===== src/hdl/memsys_params.svh =====
`ifndef MEMSYS_PARAMS_SVH
`define MEMSYS_PARAMS_SVH

// data word width in bits
`define MEMSYS_DATA_W 32

// link word address width
`define MEMSYS_ADDR_W 16

// width of the load id carried with each request
`define MEMSYS_LOAD_ID_W 12

// words held by the local memory
`define MEMSYS_MEM_WORDS 256

// first word address served by this endpoint
`define MEMSYS_BASE_ADDR 16'h0400

`endif


===== src/hdl/memsys_pkg.sv =====
`include "memsys_params.svh"

package memsys_pkg;

  // index bits into the word memory
  localparam int mem_idx_w = $clog2(`MEMSYS_MEM_WORDS);

  typedef enum logic [1:0] {
    op_load  = 2'd0,
    op_store = 2'd1
  } link_op_e;

  // request as it arrives over the link
  typedef struct packed {
    link_op_e                      op;
    logic [`MEMSYS_ADDR_W-1:0]     addr;
    logic [`MEMSYS_DATA_W-1:0]     data;
    logic [`MEMSYS_DATA_W/8-1:0]   mask;
    logic [`MEMSYS_LOAD_ID_W-1:0]  load_id;
  } link_req_s;

  // one response per request, in request order
  typedef struct packed {
    link_op_e                      op;
    logic                          err;
    logic [`MEMSYS_DATA_W-1:0]     data;
    logic [`MEMSYS_LOAD_ID_W-1:0]  load_id;
  } link_rsp_s;

  // command into the word memory
  typedef struct packed {
    logic                          we;
    logic [mem_idx_w-1:0]          idx;
    logic [`MEMSYS_DATA_W-1:0]     data;
    logic [`MEMSYS_DATA_W/8-1:0]   mask;
  } mem_cmd_s;

endpackage


===== src/hdl/link_to_mem.sv =====
`timescale 1ns/1ps
`include "memsys_params.svh"

module link_to_mem
  import memsys_pkg::*;
(
  input  logic                      clk,
  input  logic                      reset,
  input  logic                      req_v_i,
  input  link_req_s                 req_i,
  output logic                      req_yumi_o,
  output logic                      mem_cmd_v_o,
  output mem_cmd_s                  mem_cmd_o,
  input  logic [`MEMSYS_DATA_W-1:0] mem_rdata_i,
  output logic                      rsp_v_o,
  output link_rsp_s                 rsp_o,
  input  logic                      rsp_ready_i
);

  localparam logic [`MEMSYS_ADDR_W-1:0] mem_words = `MEMSYS_ADDR_W'(`MEMSYS_MEM_WORDS);

  logic [`MEMSYS_ADDR_W-1:0]    offset;
  logic                         in_range;
  logic                         stall;
  logic                         take;

  // issue stage
  logic                         iss_v_r;
  link_op_e                     iss_op_r;
  logic                         iss_err_r;
  logic [`MEMSYS_LOAD_ID_W-1:0] iss_id_r;

  // return stage
  logic                         ret_v_r;
  link_op_e                     ret_op_r;
  logic                         ret_err_r;
  logic [`MEMSYS_LOAD_ID_W-1:0] ret_id_r;
  logic                         ret_hold_r;
  logic [`MEMSYS_DATA_W-1:0]    ret_data_r;
  logic [`MEMSYS_DATA_W-1:0]    ret_data;

  // address decode against the served window
  assign offset   = req_i.addr - `MEMSYS_BASE_ADDR;
  assign in_range = (offset < mem_words);

  // whole pipe holds while the return item cannot leave
  assign stall      = ret_v_r & ~rsp_ready_i;
  assign take       = req_v_i & ~stall;
  assign req_yumi_o = take;

  always_ff @(posedge clk) begin
    if (!reset) begin
      iss_v_r     <= 1'b0;
      ret_v_r     <= 1'b0;
      ret_hold_r  <= 1'b0;
      mem_cmd_v_o <= 1'b0;
    end else begin
      // one command per accepted in-range request
      mem_cmd_v_o <= take & in_range;
      if (!stall) begin
        iss_v_r    <= req_v_i;
        ret_v_r    <= iss_v_r;
        ret_hold_r <= 1'b0;
      end else begin
        ret_hold_r <= 1'b1;
      end
    end
  end

  always_ff @(posedge clk) begin
    if (take) begin
      mem_cmd_o.we   <= (req_i.op == op_store);
      mem_cmd_o.idx  <= offset[mem_idx_w-1:0];
      mem_cmd_o.data <= req_i.data;
      mem_cmd_o.mask <= req_i.mask;
    end
    if (!stall) begin
      iss_op_r  <= req_i.op;
      iss_err_r <= ~in_range;
      iss_id_r  <= req_i.load_id;
      ret_op_r  <= iss_op_r;
      ret_err_r <= iss_err_r;
      ret_id_r  <= iss_id_r;
    end
    // memory output moves on with the next command, so keep a copy
    if (stall && !ret_hold_r) begin
      ret_data_r <= mem_rdata_i;
    end
  end

  assign ret_data = ret_hold_r ? ret_data_r : mem_rdata_i;

  assign rsp_v_o       = ret_v_r;
  assign rsp_o.op      = ret_op_r;
  assign rsp_o.err     = ret_err_r;
  assign rsp_o.load_id = ret_id_r;
  // stores and errors carry a zero word
  assign rsp_o.data    = (ret_op_r == op_load && !ret_err_r) ? ret_data : '0;

endmodule


===== config.mk =====
export PLATFORM = sky130hd
export DESIGN_NAME = link_to_mem
export DESIGN_NICKNAME = d
export VERILOG_FILES = /design/src/hdl/memsys_pkg.sv /design/src/hdl/link_to_mem.sv
export VERILOG_INCLUDE_DIRS = /design/src /design/src/hdl
export SDC_FILE = /design/constraint.sdc
export NUM_CORES = 1
export LEC_CHECK = 0
export BUFFER_PORTS_ARGS = -buffer_cell sky130_fd_sc_hd__buf_2
export CORE_UTILIZATION = 40
export CTS_CLUSTER_DIAMETER = 80
export CTS_CLUSTER_SIZE = 10
export DETAILED_ROUTE_END_ITERATION = 8
export PLACE_DENSITY = 0.69
export SLEW_MARGIN = 20
export SYNTH_ARGS = -nofsm -noshare
export SYNTH_HDL_FRONTEND = slang
export SYNTH_SLANG_ARGS = --single-unit

===== constraint.sdc =====
create_clock -name clk -period 4.19 [get_ports clk]
set_clock_uncertainty 0.2 [all_clocks]
set_input_delay 0.6285 -clock clk [delete_from_list [all_inputs] [get_ports clk]]
set_output_delay 0.6285 -clock clk [all_outputs]
set_load 0.1 [all_outputs]

==> impl_metrics.csv <==
group,metric,value,unit
floorplan,fp.coreArea,0.00933,sq mm
floorplan,die_height,101,um
floorplan,top_level_pins,197,
setup_path,worstPathArrival,2.23,ns
grt,wire_length_of_the_first_global_routing_pass,10.8,mm
yosys,synthesis.area,0.00390,sq mm
cts,clkTransAtPathRegs,0.10,ns
cts,cts.path.max_buffers,2,
floorplan,initial_core_utilization,41.8,%
timing,worstMarginPinSlew,1.00,ns
setup_path,timing.rr.end,"mem_cmd_o[17]",
yosys,synth.largest_area_cell,"edfxtp_1",
placed_design,placed_cells_incl_taps,517,
finish,final_cell_mix,"buf_2, edfxtp_1, mux2i_1, nor2_1, clkbuf_8",
power,power.static_leakage,2.14,nW
cts,cts_htree_levels,3,
floorplan,die_w,101,um
timing,fin_crit,3.05,ns
worst_hold_path,holdCritPathClass,"flop to flop",
yosys,synth_top_cell_area_share,82.5,%
cts,cts_resized,0,
routing,drt.antenna.violating_nets,0,
routing,vias_per_cell,4.44,
routing,detailroute.via_count,2366,
setup_path,worstSetupPathType,"flop to output pin",
finish,layout.nets,501,
floorplan,floorplan.rows,35,
cts,cts_hold_buffers,0,
setup_path,worstReg2RegStart,"rsp_v_o",
grt,global_route.overflow_total,0,
yosys,mappedNetlistNets,301,
cts,tritoncts_num_sinks,111,
timing,timing.fmax,327,MHz
yosys,yosysUniqueCellTypes,17,
grt,largest_net_degree_at_the_start_of_global_routing,47,
timing,finalSetupViolCount,0,
yosys,synth_area_leaders,"edfxtp_1, mux2i_1, nor2_1",
cts,insertion_delay,0.36,ns
yosys,synthesis.yosys.warnings,0,
timing,tns,0,ns
yosys,synth.ff_latch_count,111,
routing,drcViolationCount,0,
placed_design,globalplace.congestion,0.775,
timing,unrepaired_setup_endpoints_after_global_routing,"false",
finish,num-fill-cells,788,
worst_hold_path,timing.hold.worst_endpoint,"ret_id_r[2]",
yosys,yosysSeqAreaShare,84.5,%
job,maxCapViolations,0,
setup_path,rr_worst_depth,4,
routing,dr.first_iter.drc_count,52,
floorplan,die_area,0.0101,sq mm
setup_path,worstPathMaxFanout,32,
yosys,synth_cells,199,
cts,numCtsBuffers,9,
timing,slew-limit-headroom,33.1,%
cts,cts_root_buffer,"clkbuf_8",
power,ir_drop,0.000261,V
routing,wirelength,7.62,mm
setup_path,required_time_of_the_critical_path,3.36,ns
setup_path,reg2reg_setup_slack,1.85,ns
finish,synthToLayoutAreaGrowth,32.6,%
placed_design,port-buffer-count,196,
finish,combined_area_of_the_multi_input_logic_cells,531,sq um
routing,drt_pre_antenna_iters,3,
worst_hold_path,worst_hold_startpoint,"iss_id_r[2]",
grt,initial_antenna_violation_count,0,
cts,cts_post_setup_buffers_inserted,0,
routing,drt-wirelength-per-cell,14.3,um
power,total_power_per_unit_cell_area,441,mW/mm^2
finish,area.sequential,0.00329,sq mm
finish,n_antenna_cell,0,
run_status,status,"finished clean",
finish,drive_gt1_share,54.0,%
grt,grtUsageTotal,14.5,%
finish,post_layout_nonfiller_instances,533,
placed_design,hpwlAfterDp,5.59,mm
timing,fin_crit_sh,72.9,%
worst_hold_path,worstHoldPathCells,0,
finish,commonest_non_fill_non_tap_cell_in_the_layout,"buf_2",
timing,hold_slack,0.222,ns
setup_path,setup.worst_path.start_class,"flop",
grt,grt_pass1_vias,2326,
timing,slew_viol_final,0,
timing,timing.final.hold_violations,0,
setup_path,worst_setup_path_end_kind,"output pin",
yosys,synth_area_per_cell,19.6,sq um
cts,cts_tree,"yes",
worst max-delay path: stages (launching register included):
cell	delay, ns
edfxtp_1	0.39
or3_1	0.79
nor2_1	0.24
buf_2	0.45
flip-flops by register name (all words and copies together), names as in the netlist:
signal / flops
ret_data_r: 32
iss_id_r: 12
iss_v_r: 1
iss_err_r: 1
ret_id_r: 12
mem_cmd_v_o: 1
iss_op_r: 2
ret_err_r: 1
rsp_v_o: 1
ret_hold_r: 1
ret_op_r: 2
mem_cmd_o: 45
synth_stat cells:
cell type,number
and2_1,3
buf_2,4
buf_4,1
buf_6,4
dfxtp_1,4
edfxtp_1,107
inv_2,1
mux2i_1,32
nand2_1,1
nand3_1,1
nor2_1,33
nor2_2,1
nor2b_1,2
nor4_1,1
nor4b_1,1
o21a_1,2
or3_1,1
per-stage QoR:
| step | cell area (sq um) | utilization, % | power (mW) | worst slack [ns] |
|---|---|---|---|---|
| after floorplan | 3900 | - | 1.63 | 0.191 |
| after global placement | 4990 | 53.5 | 1.72 | 1.38 |
| after detailed placement | 4990 | 53.5 | 1.73 | 1.33 |
| after CTS | 5160 | 55.4 | 2.31 | 1.11 |
| after global routing | 5160 | 55.4 | 2.36 | 0.973 |
| final | 5160 | 55.4 | 2.28 | 1.14 |
final cells by class:
type                       count  area share, %
tap                          129           3.13
inverter                       1         0.0727
multi-input combinational     78           10.3
clock inverter                 6          0.993
timing repair buffer         198           19.3
clock buffer                  10           2.47
sequential                   111           63.8
logic make-up after synthesis:
group                  count (synthesis)  share of synthesized area, %
muxes                                 32                          8.22
and+or+nand+nor                       44                          4.91
AOI/OAI and AO/OA                      2                         0.385
DFF                                  111                          84.5
buffers and inverters                 10                          1.96
report_power, final:
part           total [mW]  leakage (nW)  switching (mW)  internal, mW
logic               0.403         0.974           0.333        0.0696
registers            1.30          1.07          0.0171          1.28
clock network       0.581        0.0931           0.354         0.227
metal layers:
layer	wire [um]	GRT usage, %
met1	3000	15.9
met2	3650	24.4
met3	873	6.31
met4	91	6.47
met5	0	0
worst max path at each step:
stage	start	endpoint	slack, ns
floorplan	rsp_v_o	req_yumi_o	0.19
global route	ret_op_r[1]	rsp_o[31]	0.97
detailed placement	rsp_ready_i	req_yumi_o	1.33
finish	ret_op_r[1]	rsp_o[35]	1.14
CTS	ret_op_r[1]	rsp_o[30]	1.11
global placement	rsp_ready_i	req_yumi_o	1.38
Note: power is estimated with default switching activity, not from simulation.
