==> config.mk <==
export PLATFORM = sky130hd
export DESIGN_NAME = link_fifo
export DESIGN_NICKNAME = d
export VERILOG_FILES = /design/src/hdl/link_fifo.sv
export SDC_FILE = /design/constraint.sdc
export NUM_CORES = 1
export LEC_CHECK = 0
export ABC_CLOCK_PERIOD_IN_PS = 2400
export BUFFER_PORTS_ARGS = -buffer_cell sky130_fd_sc_hd__buf_2
export CAP_MARGIN = 20
export CORE_AREA = 2 2 39 41
export CTS_BUF_LIST = sky130_fd_sc_hd__clkbuf_16
export DETAILED_ROUTE_END_ITERATION = 16
export DIE_AREA = 0 0 41 43
export GPL_TIMING_DRIVEN = 0
export PLACE_DENSITY_LB_ADDON = 0.1
export SKIP_CTS_REPAIR_TIMING = 1
export SLEW_MARGIN = 20
export SYNTH_ARGS = -nofsm -noshare
export SYNTH_HDL_FRONTEND = slang
export SYNTH_SLANG_ARGS = --single-unit
==> constraint.sdc <==
create_clock -name clk -period 2.4 [get_ports clk]
set_input_delay 0.48 -clock clk [delete_from_list [all_inputs] [get_ports clk]]
set_output_delay 0.48 -clock clk [all_outputs]
set_load 0.05 [all_outputs]
==> src/hdl/link_fifo.sv <==
`timescale 1ns/1ps

module link_fifo #(
  parameter type payload_t = logic
) (
  input  logic     clk,
  input  logic     reset,
  input  logic     v_i,
  input  payload_t data_i,
  output logic     ready_o,
  output logic     v_o,
  output payload_t data_o,
  input  logic     yumi_i
);

  payload_t   slots [2];
  logic       wr_ptr_r;
  logic       rd_ptr_r;
  logic [1:0] count_r;
  logic       push;
  logic       pop;

  // room while not full; a single held entry may leave in the same cycle
  assign ready_o = (count_r != 2'd2);
  assign v_o     = (count_r != 2'd0);
  assign data_o  = slots[rd_ptr_r];

  assign push = v_i & ready_o;
  assign pop  = yumi_i & v_o;

  always_ff @(posedge clk) begin
    if (!reset) begin
      wr_ptr_r <= 1'b0;
      rd_ptr_r <= 1'b0;
      count_r  <= 2'd0;
    end else begin
      if (push) begin
        wr_ptr_r <= ~wr_ptr_r;
      end
      if (pop) begin
        rd_ptr_r <= ~rd_ptr_r;
      end
      case ({push, pop})
        2'b10:   count_r <= count_r + 2'd1;
        2'b01:   count_r <= count_r - 2'd1;
        default: count_r <= count_r;
      endcase
    end
  end

  // storage
  always_ff @(posedge clk) begin
    if (push) begin
      slots[wr_ptr_r] <= data_i;
    end
  end

endmodule

==> results of run 1 <==
-- path summary, 6_finish.rpt --
check	from	to	slack, ns	depth (start not counted)
max reg2reg	count_r[0]	count_r[1]	0.83	5
min reg2reg	count_r[1]	count_r[1]	0.52	2
max	count_r[0]	ready_o	0.79	2
min	data_i	slots[1]	0.44	1
-- logic make-up after synthesis --
kind of cell / synth area share, %
muxes: 3.67
adders and majority gates: 4.08
and+or+nand+nor: 18.0
AOI/OAI and AO/OA: 12.2
DFF: 52.2
buffers and inverters: 1.22
xor gates and xnor gates: 8.57
-- layout by cell type, fill, tap and decap left out --
| cell | instances |
|---|---|
| ha_1 | 1 |
| buf_2 | 7 |
| and2_1 | 1 |
| or2_2 | 1 |
| edfxtp_1 | 2 |
| nand2_1 | 1 |
| nor2b_1 | 2 |
| inv_1 | 2 |
| a21boi_0 | 1 |
| a21boi_1 | 1 |
| mux2_2 | 1 |
| clkbuf_16 | 3 |
| nand2b_1 | 1 |
| and3_1 | 1 |
| xnor2_1 | 3 |
| o21ai_0 | 1 |
| o21a_1 | 1 |
| a21bo_2 | 1 |
| dfxtp_1 | 5 |
| nand3b_1 | 1 |
| or3_1 | 1 |
-- power groups by stage --
stage	Clock [mW]	Sequential (mW)	Combinational (mW)
finish	0.277	0.189	0.258
global route	0.295	0.195	0.286
CTS	0.288	0.189	0.261
detailed placement	0	0.191	0.260
global placement	0	0.189	0.258
floorplan	0	0.184	0.218
-- area by class of cell --
class / instances / area, sq um
clock inverter: 1 / 3.75
fill: 146 / 943
timing repair buffer: 7 / 35.0
tap: 16 / 20.0
sequential: 7 / 160
inverter: 1 / 3.75
multi-input combinational: 19 / 143
clock buffer: 3 / 75.1
-- routing by layer --
| metal | global-route usage, % | share of wire [%] | vias up |
|---|---|---|---|
| met5 | 0 | 0 | - |
| met4 | 8.00 | 0 | 0 |
| met3 | 3.14 | 3.1 | 0 |
| met2 | 9.06 | 52 | 3 |
| met1 | 9.77 | 44 | 106 |
| li1 | - | - | 117 |
-- worst max-delay path: cells and delay by family (launching register included) --
family | cells | cell delay (ns)
buf+inv | 1 | 0.29
flops | 1 | 0.40
simple gates | 1 | 0.21
-- per-stage QoR --
stage	util, %	setup slack [ns]	cells	hold slack, ns
4_1_cts	31.8	0.782	54	0.439
5_1_grt	31.8	0.710	54	0.443
6_report	31.8	0.793	54	0.442
3_5_place_dp	26.1	0.826	50	0.524
2_1_floorplan	-	0.535	27	0.479
3_3_place_gp	26.1	0.832	50	0.498
==> metrics.cfg, run 1 <==
[yosys]
synth_area_leaders=dfxtp_1 (33%), edfxtp_1 (20%), xnor2_1 (8.6%), ha_1 (4.1%), nor2b_1 (4.1%)
syn_inst=27
syn-cell-area_sq_um=307
syn-mean-instance-area_sq_um=11.4
synth_warnings=0
synth_top_area_share_pct=32.7
syn_nets=33
synth_seq_cells=7
yosys-top-cells-count=dfxtp_1 (5), xnor2_1 (3), edfxtp_1 (2), nor2b_1 (2)
synth_seq_area_share_pct=52.2
yosys_most_used_dff=dfxtp_1
synth.distinct_cells=19
synth.most_common_cell=dfxtp_1
synth_edf_count=2
yosysTopAreaCell=dfxtp_1
synthArstFlopShare_pct=0

[place]
port_buffers=7
placed_area_sq_um=362
globalplace.congestion=0.748

[floorplan]
die_y_um=43
ios=8
rows=14
chipWidth_um=41
initial_core_util_pct=22.2
die_area_sq_um=1760
coreArea_sq_um=1380

[critical_path]
path_class=reg2out
arrival_ns=1.13
path_cells=nand2b_1, buf_2
worst_ep_required_time_ns=1.92
critical_path.startpoint_type=flop
slowest_stage=dfxtp_1
path_max_fanout=5
slowest_delay_ns=0.40
cp-end-kind=output port

[cts]
cts_tree=built
htreeDepth=1
root_buffer=clkbuf_16
clk_latency_ns=0.23
cts-buffers-inserted=3
cts_sinks=7
clockBufferDepth=2
clkSlewWorstSetupHoldPaths_ns=0.04

[timing]
tns_ns=0
fin_crit_sh_pct=66.9
slew_violations=0
slew_headroom_pct=84.6
setup_violations=0
rsz0062_at_grt=no
tightest_slew_ns=0.229
fmax_ghz=0.622
fin_worst_skew_ns=0.000381
fin_crit_ns=1.61
finalHoldViolCount=0

[power]
power.total_uw=724
p_int_uw=479
ir_drop_v=0.000419
p_leak_nw=0.189
clkPwrFrac_pct=38.3
p_sw_uw=245
p_comb_share_pct=35.6
swShare_pct=33.9
seqPwrFrac_pct=26.1
p_per_area_nw_per_um2=1640

[grt]
grt_pass1_wl_um=869
antenna_found_initial=0
grt_pass1_vias=210
grtUsageTotal_pct=7.76
grt_max_degree=6
grt_overflow=0

[min_path]
hp-class=in2reg

[drt]
dr.pass1.iters=3
via_per_inst=4.19
vias=226
ant_nets=0
detail_route.iter0.violations=4
drc_errors=0
post_drt_wl_per_cell_um=9.06
routed_wl_um=489

[layout]
nNetsFinal=45
syn_to_final_growth_pct=43.7
fin_area_sq_um=440
diodes=0
drive_gt1_share_pct=34.2

[job]
cap_viol_max_count=0

[run_status]
status=complete, no violations

(Power assumes the default switching activity.)
==> run 2, diff against run 1 <==
--- a/config.mk
+++ b/config.mk
@@ -5,7 +5,7 @@
 export SDC_FILE = /design/constraint.sdc
 export NUM_CORES = 1
 export LEC_CHECK = 0
-export ABC_CLOCK_PERIOD_IN_PS = 2400
+export ABC_CLOCK_PERIOD_IN_PS = 1400
 export BUFFER_PORTS_ARGS = -buffer_cell sky130_fd_sc_hd__buf_2
 export CAP_MARGIN = 20
 export CORE_AREA = 2 2 39 41
==> constraint.sdc (replaced) <==
create_clock -name clk -period 1.4 [get_ports clk]
set_input_delay 0.28 -clock clk [delete_from_list [all_inputs] [get_ports clk]]
set_output_delay 0.28 -clock clk [all_outputs]
set_load 0.05 [all_outputs]
==> metrics.cfg, run 2 (same netlist as run 1, synthesis figures left out) <==
[floorplan]
initial_core_util_pct=22.2  ; unchanged
rows=14  ; unchanged
die_y_um=43  ; unchanged
coreArea_sq_um=1380  ; unchanged
ios=8  ; unchanged
die_area_sq_um=1760  ; unchanged
chipWidth_um=41  ; unchanged

[place]
globalplace.congestion=0.630  ; was 0.748
port_buffers=7  ; unchanged
placedCellCount=50  ; unchanged
placed_area_sq_um=385  ; was 362 sq um

[run_status]
status=complete, no violations  ; unchanged

[drt]
post_drt_wl_per_cell_um=10.2  ; was 9.06 um
drc_errors=0  ; unchanged
routed_wl_um=551  ; was 489 um
via_per_inst=4.02  ; was 4.19
dr.pass1.iters=3  ; unchanged
detail_route.iter0.violations=1  ; was 4
ant_nets=0  ; unchanged
vias=217  ; was 226

[timing]
fin_worst_skew_ns=0.000384  ; was 0.000381 ns
fmax_ghz=0.728
tightest_slew_ns=0.247  ; was 0.229 ns
setup_violations=0  ; unchanged
slew_violations=0  ; unchanged
slew_headroom_pct=83.6  ; was 84.6%
rsz0062_at_grt=yes  ; was no
finalHoldViolCount=0  ; unchanged
fin_crit_ns=1.37
fin_crit_sh_pct=98.1
tns_ns=0  ; unchanged

[cts]
htreeDepth=1  ; unchanged
cts_tree=built  ; unchanged
clockBufferDepth=2  ; unchanged
root_buffer=clkbuf_16  ; unchanged
cts-buffers-inserted=3  ; unchanged
clk_latency_ns=0.23  ; about the same
cts_sinks=7  ; unchanged
clkSlewWorstSetupHoldPaths_ns=0.04  ; about the same

[grt]
grtUsageTotal_pct=7.87  ; was 7.76%
antenna_found_initial=0  ; unchanged
grt_pass1_vias=218  ; was 210
grt_pass1_wl_um=814  ; was 869 um
met1_usage_pct=6.86  ; was 9.77%
busiest_layer=met2  ; was met1
grt_max_degree=6  ; unchanged
grt_use_met2_pct=11.3  ; was 9.06%
grt_overflow=0  ; unchanged
use_met3_pct=4.71  ; was 3.14%

[critical_path]
slowest_delay_ns=0.34  ; was 0.40 ns
path_class=reg2reg  ; was reg2out
critical_path.startpoint_type=flop  ; unchanged
crit_family=compound AO/OA/AOI/OAI gates  ; was flip-flops
cp-end-kind=flop  ; was output port
slowest_stage=dfxtp_2  ; was dfxtp_1
worst_ep_required_time_ns=1.55  ; was 1.92 ns
arrival_ns=1.52  ; was 1.13 ns
ff2ff_setup_slack_ns=0.03  ; was 0.83 ns
path_max_fanout=5  ; unchanged
cp.buffers_inverters=0  ; was 1
path_cells=o21a_4, ha_4, or3_1, a21boi_1  ; was nand2b_1, buf_2

[layout]
layout_commonest_cell=buf_2  ; unchanged
mostFrequentLayoutCells=buf_2 (7), xnor2_1 (3), dfxtp_1 (3), clkbuf_16 (3)  ; was buf_2 (7), dfxtp_1 (5), xnor2_1 (3), clkbuf_16 (3)
multiInputGateArea_sq_um=178  ; was 143 sq um
drive_gt1_share_pct=50.0  ; was 34.2%
syn_to_final_growth_pct=56.7  ; was 43.7%
nNetsFinal=45  ; unchanged
final_cells=54  ; unchanged
diodes=0  ; unchanged
fin_area_sq_um=480  ; was 440 sq um
fill_cells=145  ; was 146
seq_area_sq_um=165  ; was 160 sq um

[power]
ir_drop_v=0.000880  ; was 0.000419 V
p_leak_nw=0.196  ; was 0.189 nW
power.total_mw=1.33  ; was 724 uW
p_per_area_nw_per_um2=2770  ; was 1640 nW/um^2

[min_path]
hp-class=in2reg  ; unchanged

[job]
cap_viol_max_count=0  ; unchanged

-- run 2: cell counts in the layout (fill, tap and decap cells not counted) --
Identical to the previous run, type by type.
-- run 2: through the flow --
step | setup WS (ns) | hold WS (ns) | utilization (%)
finish | 0.0267 | 0.242 | 34.7
global route | -0.0689 | 0.246 | 34.7
CTS | -0.0704 | 0.239 | 33.5
detailed placement | -0.00757 | 0.476 | 27.8
global placement | 0.00674 | 0.471 | 27.8
floorplan | -0.00808 | 0.379 | -
-- run 2: final cells by class --
type	count	area share, %
multi-input combinational	19	37.0
inverter	1	0.781
timing repair buffer	7	7.29
tap	16	4.17
clock inverter	1	0.781
sequential	7	34.4
clock buffer	3	15.6
-- run 2: worst reg2reg max path, stage by stage, from the launching register on --
cell,delay [ns]
dfxtp_2,0.34
o21a_4,0.24
ha_4,0.25
or3_1,0.34
a21boi_1,0.13
-- run 2: worst paths after layout --
check / to / depth (start not counted) / from
worst max-delay path: count_r[1] / 4 / count_r[1]
worst min-delay path: slots[0] / 1 / data_i
worst max register to register: count_r[1] / 4 / count_r[1]
worst min register to register: flop / 2 / rd_ptr_r
-- run 2: power breakdown --
group / total (mW) / switching, mW / leakage (nW) / internal, mW
logic: 0.508 / 0.287 / 0.0929 / 0.221
registers: 0.349 / 0.0595 / 0.0610 / 0.290
clock network: 0.475 / 0.104 / 0.0423 / 0.371
-- run 2: layer usage --
metal	share of wire, %	vias up
met5	0	-
met4	2.9	0
met3	7.4	2
met2	55	7
met1	35	93
li1	-	115
==> run 3, diff against run 2 <==
--- a/config.mk
+++ b/config.mk
@@ -5,7 +5,7 @@
 export SDC_FILE = /design/constraint.sdc
 export NUM_CORES = 1
 export LEC_CHECK = 0
-export ABC_CLOCK_PERIOD_IN_PS = 1400
+export ABC_CLOCK_PERIOD_IN_PS = 1500
 export BUFFER_PORTS_ARGS = -buffer_cell sky130_fd_sc_hd__buf_2
 export CAP_MARGIN = 20
 export CORE_AREA = 2 2 39 41
@@ -14,6 +14,7 @@
 export DIE_AREA = 0 0 41 43
 export GPL_TIMING_DRIVEN = 0
 export PLACE_DENSITY_LB_ADDON = 0.1
+export REMOVE_ABC_BUFFERS = 1
 export SKIP_CTS_REPAIR_TIMING = 1
 export SLEW_MARGIN = 20
 export SYNTH_ARGS = -nofsm -noshare
==> constraint.sdc (replaced) <==
create_clock -name clk -period 1.5 [get_ports clk]
set_input_delay 0.3 -clock clk [delete_from_list [all_inputs] [get_ports clk]]
set_output_delay 0.3 -clock clk [all_outputs]
set_load 0.05 [all_outputs]
==> metrics.cfg, run 3 (same netlist as run 1, synthesis figures left out) <==
[grt]
antenna_found_initial=0  ; unchanged
grt_max_degree=6  ; unchanged
grt_overflow=0  ; unchanged
grt_pass1_wl_um=869  ; was 814 um
grt_pass1_vias=210  ; was 218
grtUsageTotal_pct=7.76  ; was 7.87%

[cts]
clockBufferDepth=2  ; unchanged
htreeDepth=1  ; unchanged
clk_latency_ns=0.23  ; about the same
cts_sinks=7  ; unchanged
clkSlewWorstSetupHoldPaths_ns=0.04  ; about the same
root_buffer=clkbuf_16  ; unchanged
cts_tree=built  ; unchanged
cts-buffers-inserted=3  ; unchanged

[power]
p_sw_uw=420  ; was 450 uW
clkPwrFrac_pct=36.4  ; was 35.7%
seqPwrFrac_pct=25.7  ; was 26.2%
ir_drop_v=0.000718  ; was 0.000880 V
power.total_mw=1.22  ; was 1.33 mW
p_int_uw=799  ; was 882 uW
p_per_area_nw_per_um2=2640  ; was 2770 nW/um^2
p_comb_share_pct=37.9  ; was 38.1%
p_leak_nw=0.192  ; was 0.196 nW
swShare_pct=34.4  ; was 33.8%

[critical_path]
arrival_ns=1.64  ; was 1.52 ns
worst_ep_required_time_ns=1.65  ; was 1.55 ns
cp-end-kind=flop  ; unchanged
path_max_fanout=5  ; unchanged
critical_path.startpoint_type=flop  ; unchanged
path_class=reg2reg  ; unchanged

[floorplan]
initial_core_util_pct=22.2  ; unchanged
die_area_sq_um=1760  ; unchanged
ios=8  ; unchanged
rows=14  ; unchanged
coreArea_sq_um=1380  ; unchanged
die_y_um=43  ; unchanged
chipWidth_um=41  ; unchanged

[timing]
slew_violations=0  ; unchanged
slew_headroom_pct=83.6  ; about the same
fmax_ghz=0.673  ; was 0.728 GHz
fin_crit_sh_pct=99.0  ; was 98.1%
tightest_slew_ns=0.247  ; about the same
finalHoldViolCount=0  ; unchanged
fin_crit_ns=1.48  ; was 1.37 ns
fin_worst_skew_ns=0.000252  ; was 0.000384 ns
setup_violations=0  ; unchanged

[layout]
layout_commonest_cell=buf_2  ; unchanged
mostFrequentLayoutCells=buf_2 (7), dfxtp_1 (4), xnor2_1 (3), clkbuf_16 (3)  ; was buf_2 (7), xnor2_1 (3), dfxtp_1 (3), clkbuf_16 (3)
syn_to_final_growth_pct=50.6  ; was 56.7%
final_cells=54  ; unchanged
utilization_pct=33.4  ; was 34.7%
drive_gt1_share_pct=42.1  ; was 50.0%
nNetsFinal=45  ; unchanged
fill_cells=146  ; was 145
diodes=0  ; unchanged

[drt]
detail_route.iter0.violations=4  ; was 1
vias=224  ; was 217
via_per_inst=4.15  ; was 4.02
ant_nets=0  ; unchanged
post_drt_wl_per_cell_um=10.5  ; was 10.2 um
drc_errors=0  ; unchanged
dr.pass1.iters=3  ; unchanged
routed_wl_um=568  ; was 551 um

[place]
placedCellCount=50  ; unchanged
globalplace.congestion=0.748  ; was 0.630
port_buffers=7  ; unchanged

[job]
cap_viol_max_count=0  ; unchanged

[min_path]
hp-class=in2reg  ; unchanged

[run_status]
status=complete, no violations  ; unchanged

==> run 3: cell types whose count changed in the layout (fill, tap and decap cells not counted) <==
cell	delta
o21a_1	+1
nand2_4	-1
dfxtp_1	+1
nand2_1	+1
o21a_4	-1
dfxtp_4	-1
==> run 3: cell type report <==
class / instances / area (sq um) / area share [%]
multi-input combinational: 19 / 163 / 35.2
sequential: 7 / 161 / 35.0
clock buffer: 3 / 75.1 / 16.3
timing repair buffer: 7 / 35.0 / 7.59
tap: 16 / 20.0 / 4.34
clock inverter: 1 / 3.75 / 0.813
inverter: 1 / 3.75 / 0.813
==> run 3: final timing paths <==
path	slack [ns]	start	depth (start not counted)	to
hold / removal	0.26	data_i	1	slots[1]
setup reg to reg	0.02	count_r[0]	6	count_r[1]
setup / recovery	0.02	count_r[0]	6	count_r[1]
hold reg to reg	0.55	rd_ptr_r	2	flop
==> run 3: power groups by stage <==
stage / registers (mW) / clock network, mW / logic [mW]
floorplan: 0.295 / 0 / 0.349
global placement: 0.302 / 0 / 0.412
detailed placement: 0.305 / 0 / 0.415
CTS: 0.303 / 0.461 / 0.417
global route: 0.322 / 0.472 / 0.508
finish: 0.314 / 0.443 / 0.462
==> run 3: routing by layer <==
layer	vias to the layer above	GRT usage, %	wire [um]
li1	116	-	-
met1	105	9.77	229
met2	3	9.06	324
met3	0	3.14	15
met4	0	8.00	0
met5	-	0	0
==> run 3: metrics by stage <==
step | worst slack [ns] | setup TNS (ns) | hold WS [ns] | area [sq um]
after floorplan | -0.365 | -0.571 | 0.399 | 307
after global placement | -0.0596 | -0.0596 | 0.489 | 362
after detailed placement | -0.0709 | -0.0709 | 0.498 | 362
after CTS | -0.0806 | -0.0806 | 0.259 | 440
after global routing | -0.0581 | -0.0581 | 0.263 | 462
final | 0.0151 | 0 | 0.263 | 462
==> run 3: worst max-delay path, cell delays in order (launching register included) <==
cell,delay [ns]
dfxtp_2,0.37
nand2b_4,0.16
nand2_1,0.10
ha_4,0.17
xnor2_1,0.13
or3_1,0.33
a21boi_1,0.16
